==> config.mk <==
export PLATFORM = sky130hd
export DESIGN_NAME = device_handler_flat
export DESIGN_NICKNAME = d
export VERILOG_FILES = /design/src/logic/carrier_pkg.sv /design/src/logic/spi_lane_if.sv /design/src/logic/spi_frame_slave.sv /design/src/logic/bay_io_regs.sv /design/src/logic/device_handler.sv /design/src/flat_wrapper.sv
export VERILOG_INCLUDE_DIRS = /design/src /design/src/logic
export SDC_FILE = /design/constraint.sdc
export NUM_CORES = 1
export LEC_CHECK = 0
export BUFFER_PORTS_ARGS = -buffer_cell sky130_fd_sc_hd__buf_4
export CAP_MARGIN = 15
export CELL_PAD_IN_SITES_DETAIL_PLACEMENT = 1
export CELL_PAD_IN_SITES_GLOBAL_PLACEMENT = 2
export CORE_UTILIZATION = 35
export DETAILED_ROUTE_END_ITERATION = 12
export GPL_TIMING_DRIVEN = 0
export PLACE_DENSITY_LB_ADDON = 0.08
export REMOVE_ABC_BUFFERS = 1
export SETUP_SLACK_MARGIN = 0.05
export SYNTH_ARGS = -nofsm -noshare
export SYNTH_HDL_FRONTEND = slang
export SYNTH_SLANG_ARGS = --single-unit
==> constraint.sdc <==
create_clock -name clk -period 2 [get_ports clk]
set_clock_uncertainty 0.05 [all_clocks]
set_input_delay 0.1 -clock clk [delete_from_list [all_inputs] [get_ports clk]]
set_output_delay 0.1 -clock clk [all_outputs]
set_load 0.02 [all_outputs]
==> src/logic/carrier_settings.svh <==
`ifndef CARRIER_SETTINGS_SVH
`define CARRIER_SETTINGS_SVH

// Board population
`define CARRIER_NUM_BAYS 5
`define CARRIER_BAY_ID_BITS 3
`define CARRIER_IO_BITS 10

// SPI link, 3 lanes by 8 beats gives a 24-bit frame
`define CARRIER_SPI_LANES 3
`define CARRIER_FRAME_BEATS 8

// Register map
`define CARRIER_REG_OUT 4'd0
`define CARRIER_REG_OE 4'd1
`define CARRIER_REG_IN 4'd2

`endif

==> src/logic/carrier_pkg.sv <==
`include "carrier_settings.svh"

package carrier_pkg;

    // Bay index as seen on module_id
    typedef logic [`CARRIER_BAY_ID_BITS-1:0] bay_id_t;

    // One beat across all lanes
    typedef logic [`CARRIER_SPI_LANES-1:0] spi_lanes_t;

    // Full frame, beat 0 in the top bits
    typedef logic [`CARRIER_SPI_LANES*`CARRIER_FRAME_BEATS-1:0] spi_frame_t;

    typedef logic [3:0] reg_addr_t;

    typedef logic [`CARRIER_IO_BITS-1:0] bay_pins_t;

    typedef enum logic [1:0] {
        idle,
        shift,
        done
    } frame_state_t;

endpackage

==> src/logic/spi_lane_if.sv <==
interface spi_lane_if;

    carrier_pkg::spi_lanes_t sdi;
    logic sclk;
    // Already gated by bay selection
    logic ncs;
    carrier_pkg::spi_lanes_t sdo;

    modport host (
        output sdi,
        output sclk,
        output ncs,
        input sdo
    );

    modport bay (
        input sdi,
        input sclk,
        input ncs,
        output sdo
    );

endinterface

==> src/logic/spi_frame_slave.sv <==
`include "carrier_settings.svh"

module spi_frame_slave (
    input logic clk,
    input logic rst,
    spi_lane_if.bay spi,
    output carrier_pkg::spi_frame_t frame,
    output logic frame_valid,
    input carrier_pkg::bay_pins_t read_data
);

    localparam int lanes = `CARRIER_SPI_LANES;
    localparam int frame_bits = $bits(carrier_pkg::spi_frame_t);
    localparam int beat_bits = $clog2(`CARRIER_FRAME_BEATS);

    logic sclk_meta;
    logic sclk_sync;
    logic sclk_prev;
    logic ncs_meta;
    logic ncs_sync;
    carrier_pkg::spi_lanes_t sdi_meta;
    carrier_pkg::spi_lanes_t sdi_sync;
    logic sclk_rise;
    logic last_beat;

    carrier_pkg::frame_state_t state;
    logic [beat_bits-1:0] beat;
    carrier_pkg::spi_frame_t shift_in;
    carrier_pkg::spi_frame_t shift_out;

    // Two-flop synchronizers, sclk gets a third stage for edge detect
    always_ff @(posedge clk) begin
        if (rst) begin
            sclk_meta <= 1'b0;
            sclk_sync <= 1'b0;
            sclk_prev <= 1'b0;
            ncs_meta <= 1'b1;
            ncs_sync <= 1'b1;
        end else begin
            sclk_meta <= spi.sclk;
            sclk_sync <= sclk_meta;
            sclk_prev <= sclk_sync;
            ncs_meta <= spi.ncs;
            ncs_sync <= ncs_meta;
        end
    end

    always_ff @(posedge clk) begin
        sdi_meta <= spi.sdi;
        sdi_sync <= sdi_meta;
    end

    assign sclk_rise = sclk_sync & ~sclk_prev;
    assign last_beat = (beat == beat_bits'(`CARRIER_FRAME_BEATS - 1));

    // Current beat joined to what was shifted in so far
    assign frame = {shift_in[frame_bits-lanes-1:0], sdi_sync};
    assign frame_valid = (state == carrier_pkg::shift) && !ncs_sync && sclk_rise && last_beat;

    always_ff @(posedge clk) begin
        if (rst) begin
            state <= carrier_pkg::idle;
            beat <= '0;
        end else begin
            case (state)
                carrier_pkg::idle: begin
                    if (!ncs_sync) begin
                        state <= carrier_pkg::shift;
                        beat <= '0;
                    end
                end
                carrier_pkg::shift: begin
                    // Early chip select release drops the frame
                    if (ncs_sync) begin
                        state <= carrier_pkg::idle;
                    end else if (sclk_rise) begin
                        beat <= beat + 1'b1;
                        if (last_beat) begin
                            state <= carrier_pkg::done;
                        end
                    end
                end
                carrier_pkg::done: begin
                    state <= carrier_pkg::idle;
                end
                default: begin
                    state <= carrier_pkg::idle;
                end
            endcase
        end
    end

    always_ff @(posedge clk) begin
        if (state == carrier_pkg::shift && sclk_rise) begin
            shift_in <= frame;
        end
    end

    // Read data from the register map is settled by the done cycle
    always_ff @(posedge clk) begin
        if (rst) begin
            shift_out <= '0;
        end else if (state == carrier_pkg::done) begin
            shift_out <= frame_bits'(read_data);
        end else if (state == carrier_pkg::shift && !ncs_sync && sclk_rise) begin
            shift_out <= {shift_out[frame_bits-lanes-1:0], {lanes{1'b0}}};
        end
    end

    assign spi.sdo = shift_out[frame_bits-1 -: lanes];

endmodule

==> src/logic/bay_io_regs.sv <==
`include "carrier_settings.svh"

module bay_io_regs (
    input logic clk,
    input logic rst,
    input carrier_pkg::spi_frame_t frame,
    input logic frame_valid,
    input carrier_pkg::bay_pins_t pins_in,
    output carrier_pkg::bay_pins_t pins_out,
    output carrier_pkg::bay_pins_t pins_oe,
    output carrier_pkg::bay_pins_t read_data
);

    localparam int frame_bits = $bits(carrier_pkg::spi_frame_t);
    localparam int addr_bits = $bits(carrier_pkg::reg_addr_t);

    carrier_pkg::reg_addr_t addr;
    logic write_en;
    carrier_pkg::bay_pins_t wdata;
    carrier_pkg::bay_pins_t in_meta;
    carrier_pkg::bay_pins_t in_sync;
    carrier_pkg::bay_pins_t out_q;
    carrier_pkg::bay_pins_t oe_q;
    carrier_pkg::bay_pins_t reg_value;

    // Address on top, then the write flag, data in the low bits
    assign addr = frame[frame_bits-1 -: addr_bits];
    assign write_en = frame_valid && frame[frame_bits-addr_bits-1];
    assign wdata = frame[`CARRIER_IO_BITS-1:0];

    always_ff @(posedge clk) begin
        in_meta <= pins_in;
        in_sync <= in_meta;
    end

    always_ff @(posedge clk) begin
        if (rst) begin
            out_q <= '0;
            oe_q <= '0;
        end else if (write_en) begin
            case (addr)
                `CARRIER_REG_OUT: out_q <= wdata;
                `CARRIER_REG_OE: oe_q <= wdata;
                default: ;
            endcase
        end
    end

    always_comb begin
        case (addr)
            `CARRIER_REG_OUT: reg_value = out_q;
            `CARRIER_REG_OE: reg_value = oe_q;
            `CARRIER_REG_IN: reg_value = in_sync;
            default: reg_value = '0;
        endcase
    end

    // Captured on every complete frame, sent back in the next one
    always_ff @(posedge clk) begin
        if (rst) begin
            read_data <= '0;
        end else if (frame_valid) begin
            read_data <= reg_value;
        end
    end

    assign pins_out = out_q;
    assign pins_oe = oe_q;

endmodule

==> src/logic/device_handler.sv <==
module device_handler (
    input logic clk,
    input logic rst,
    spi_lane_if.bay spi,
    input carrier_pkg::bay_pins_t pins_in,
    output carrier_pkg::bay_pins_t pins_out,
    output carrier_pkg::bay_pins_t pins_oe
);

    carrier_pkg::spi_frame_t frame;
    logic frame_valid;
    carrier_pkg::bay_pins_t read_data;

    spi_frame_slave frame_slave_i (
        .clk(clk),
        .rst(rst),
        .spi(spi),
        .frame(frame),
        .frame_valid(frame_valid),
        .read_data(read_data)
    );

    bay_io_regs io_regs_i (
        .clk(clk),
        .rst(rst),
        .frame(frame),
        .frame_valid(frame_valid),
        .pins_in(pins_in),
        .pins_out(pins_out),
        .pins_oe(pins_oe),
        .read_data(read_data)
    );

endmodule

==> src/flat_wrapper.sv <==
// flat-port wrapper written by rule: the top's interface ports become plain ports
module device_handler_flat 
  (clk, rst, pins_in, pins_out, pins_oe, spi_sdi, spi_sclk, spi_ncs, spi_sdo);
  spi_lane_if spi_i ();
  input logic clk;
  input logic rst;
  input carrier_pkg::bay_pins_t pins_in;
  output carrier_pkg::bay_pins_t pins_out;
  output carrier_pkg::bay_pins_t pins_oe;
  input wire logic [$bits(spi_i.sdi)-1:0] spi_sdi;
  input wire logic [$bits(spi_i.sclk)-1:0] spi_sclk;
  input wire logic [$bits(spi_i.ncs)-1:0] spi_ncs;
  output wire logic [$bits(spi_i.sdo)-1:0] spi_sdo;
  assign spi_i.sdi = spi_sdi;
  assign spi_i.sclk = spi_sclk;
  assign spi_i.ncs = spi_ncs;
  assign spi_sdo = spi_i.sdo;
  device_handler u_core (.clk(clk), .rst(rst), .spi(spi_i), .pins_in(pins_in), .pins_out(pins_out), .pins_oe(pins_oe));
endmodule
==> metrics.md <==
| Metric | Value |
|---|---|
| Result of the run | finished clean |
| Vias per cell | 4.79 |
| Placement Cell Area | about 4200 um^2 |
| Post-layout nets | 400 |
| Number of enable-type register cells in the synthesized netlist | 21 |
| Pwr Density | 822 nW/um^2 |
| Wire length of the first global-routing pass | 12,200 um |
| Sequential cell area fraction in the yosys report | between 60 and 70% |
| Fraction of final layout cells with drive strength greater than 1 | between 20% and 30% |
| Sequential fraction of design power | 61.9% |
| Sum of overflow across all layers after global routing | 0 |
| Final Cycle Share | between 80% and 90% |
| Library cell used as clock root buffer | clkbuf_8 |
| Post-synthesis cell type count | 36 |
| Minimum clock period | about 1.7 ns |
| Endpoint kind of the worst setup timing path | flop |
| Achievable frequency | 0.585 GHz |
| Final Total Pwr | 3.74 mW |
| Routed WL | approximately 7800 um |
| Switching part of the total | 21.5% |
| CP Data Required Time | 2.19 ns |
| Num rows | 37 |
| Leakage | 1.85 nW |
| Number of diodes added for antenna fixing | 0 |
| Count of nets left with antenna violations after detail routing | 0 |
| Number of vias after detailed routing | 2,498 |
| Area growth, synth to finish | 19.1% |
| Flip-flop and latch count after synthesis | 111 |
| Average cell area after synthesis | 11.5 um^2 |
| Cell count after synthesis | 331 |
| Global placer's final weighted congestion | slightly below 0.7 |
| Initial core utilization | 36.5% |
| Largest cells by area after synthesis | dfxtp_1 47%, edfxtp_1 16%, mux2i_1 8.1% |
| Post-synth design cell area | around 3800 um^2 |
| Final routed wire length divided by cell count | 14.9 um |
| Port Buf Inserts | 39 |
| Total of fill cells in the finished design | 1,180 |
| Kind of start point of the critical path | flop |
| Global Route Usage Sum | approximately 14% |
| Core footprint | 10,500 um^2 |
| Relative contribution of combinational cells to total power | 2.2% |
| Library cell with the largest summed area after synthesis | dfxtp_1 |
| Number of antenna violations at the first check in global routing | 0 |
| Net Sw Power | slightly above 800 uW |
| Crit Path Category | flop to flop |
| Actual transition at the worst max-transition pin | 0.816 ns |
| Drt first pass iters | 4 |
| Boundary pin count | 40 |
| Final hold violation count | 0 |
| Proportion of netlist area held by the largest area contributor | a little under half |
| Vertical die dimension | ~110 um |
| Primary FF master, synth | dfxtp_1 |
| DRC errors left | 0 |
| Worst IR drop on VDD | roughly 0.5 mV |
| TritonCTS clock tree | built |
| Via count of the first global-routing pass | roughly 2,400 |
| Setup-violating endpoint count in the final report | 0 |
| CP arrival | 1.90 ns |
| Initial drt markers | 96 |
| Unrepaired setup endpoints after global routing | false |
| Fin. max-slew vios | 0 |
| Clock share of power | a little over a third |
| Number of H-tree branching levels | 3 |
| Share of flip-flops with an asynchronous set or reset after synthesis | 0% |
| Post-route cell area | 4550 um^2 |
| Number of sinks driven by the clock tree | around 110 |
| Largest driver fanout on the critical path | 10 |
| Width of the die | 107 um |
| Worst-skew pair later-pin latency | between 0.3 and 0.4 ns |
| Internal power component | 2.94 mW |
| Final HPWL DP | 4700 um |
| Warnings, synthesis | 0 |
| Most common cell after layout, fill and taps aside | dfxtp_1 |
| Slew Limit Headroom | 45.3% |
| Total clock buffers created by CTS | 9 |
| Maxcap violations | 0 |
| Leading cell types in the layout, fill and taps excluded | 90 x dfxtp_1, 44 x buf_4, 40 x nor2_1 |
| Largest net degree at the start of global routing | 53 |
| Total die area | 11,300 um^2 |
| Clock Pin Slew Worst Setup and Hold Paths | 0.10 ns |
| Maximum root-to-sink buffer count | 2 |
| Worst hold path class | primary input to flop |
[registers in the layout, indices dropped and copies added, names as in the netlist, 3 cells and up]
| signal | count |
|---|---|
| u_core.io_regs_i.in_sync | 10 |
| u_core.io_regs_i.pins_oe | 10 |
| u_core.io_regs_i.pins_out | 10 |
| u_core.frame_slave_i.shift_in | 21 |
| u_core.frame_slave_i.shift_out | 24 |
| u_core.frame_slave_i.beat | 3 |
| u_core.frame_slave_i.sdi_meta | 3 |
| u_core.frame_slave_i.sdi_sync | 3 |
| u_core.io_regs_i.read_data | 10 |
| u_core.io_regs_i.in_meta | 10 |
[timing repair]
item,CTS,global route
hold buffers,15,0
cloned,0,1
gates resized for setup,1,3
pin swaps,2,1
endpoints found under the hold margin,15,0
setup buffers,5,0
endpoints found under the setup margin,30,13
[cell families (layout without fill, tap and decap cells)]
| family | Yosys count | after routing | share of synthesized area [%] |
|---|---|---|---|
| multiplexers | 31 | 31 | 8.12 |
| adder cells (fa/ha/maj) | 2 | 2 | 0.655 |
| buffers and inverters | 33 | 87 | 4.94 |
| AO/OA/AOI/OAI | 48 | 48 | 9.33 |
| AND/OR/NAND/NOR | 106 | 107 | 13.3 |
| flip-flops | 111 | 111 | 63.6 |
[layer usage]
metal	global-route usage, %	up-vias	wire (um)
met4	6.26	0	143
li1	-	1242	-
met1	18.6	1209	3810
met5	0	-	0
met3	3.86	13	225
met2	22.3	34	3600
[cells in the mapped netlist, types with 6 or more instances]
library cell   n
a2111oi_2      7
a21oi_1       27
buf_4          6
clkbuf_1       7
dfxtp_1       90
edfxtp_1      21
inv_1         11
mux2i_1       31
nand2_1       32
nor2_1        41
nor2b_1        6
nor3_1         8
o32ai_1       10
[critical path, cell delays in order, from the launching register on]
cell	delay, ns
dfxtp_1	0.33
ha_1	0.20
ha_1	0.19
nor3b_2	0.17
nand4_1	0.12
buf_4	0.24
mux2i_1	0.22
nor2_1	0.05
[final timing paths]
| kind | slack, ns | cells past startpoint | start | to |
|---|---|---|---|---|
| max | 0.29 | 7 | u_core.frame_slave_i.beat[0]$_SDFFE_PP0P_ | u_core.io_regs_i.pins_oe[8]$_SDFFE_PP0P_ |
| min | 0.17 | 2 | rst | u_core.io_regs_i.pins_out[4]$_SDFFE_PP0P_ |
| max reg2reg | 0.29 | 7 | u_core.frame_slave_i.beat[0]$_SDFFE_PP0P_ | u_core.io_regs_i.pins_oe[8]$_SDFFE_PP0P_ |
| min reg2reg | 0.28 | 0 | u_core.io_regs_i.in_meta[9]$_DFF_P_ | u_core.io_regs_i.in_sync[9]$_DFF_P_ |
[power by group through the flow]
stage	clock network [mW]	logic, mW	registers, mW
floorplan	0	0.0148	2.36
global placement	0	0.0596	2.37
detailed placement	0	0.0611	2.37
CTS	1.41	0.0843	2.32
global route	1.48	0.0914	2.32
finish	1.34	0.0834	2.32
[stage by stage]
| stage | instances | util (%) | TNS [ns] | hold slack, ns | setup WS, ns |
|---|---|---|---|---|---|
| 6_report | 522 | 43.5 | 0 | 0.173 | 0.291 |
| 5_1_grt | 522 | 43.5 | 0 | 0.184 | 0.0797 |
| 4_1_cts | 521 | 43.4 | 0 | 0.152 | 0.0558 |
| 3_5_place_dp | 485 | 39.7 | -9.73 | 0.155 | -0.562 |
| 3_3_place_gp | 484 | 39.5 | -16.46 | 0.155 | -0.522 |
| 2_1_floorplan | 309 | - | 0 | 0.0777 | 0.0977 |
[layout make-up]
type                       instances  area (um^2)  share of cell area, %
inverter                          11         41.3                  0.907
clock inverter                     6         70.1                   1.54
timing repair buffer              60          492                   10.8
multi-input combinational        188         1220                   26.8
sequential                       111         2430                   53.4
tap                              136          170                   3.74
clock buffer                      10          128                   2.80
Power figures use the tool's default switching activity.
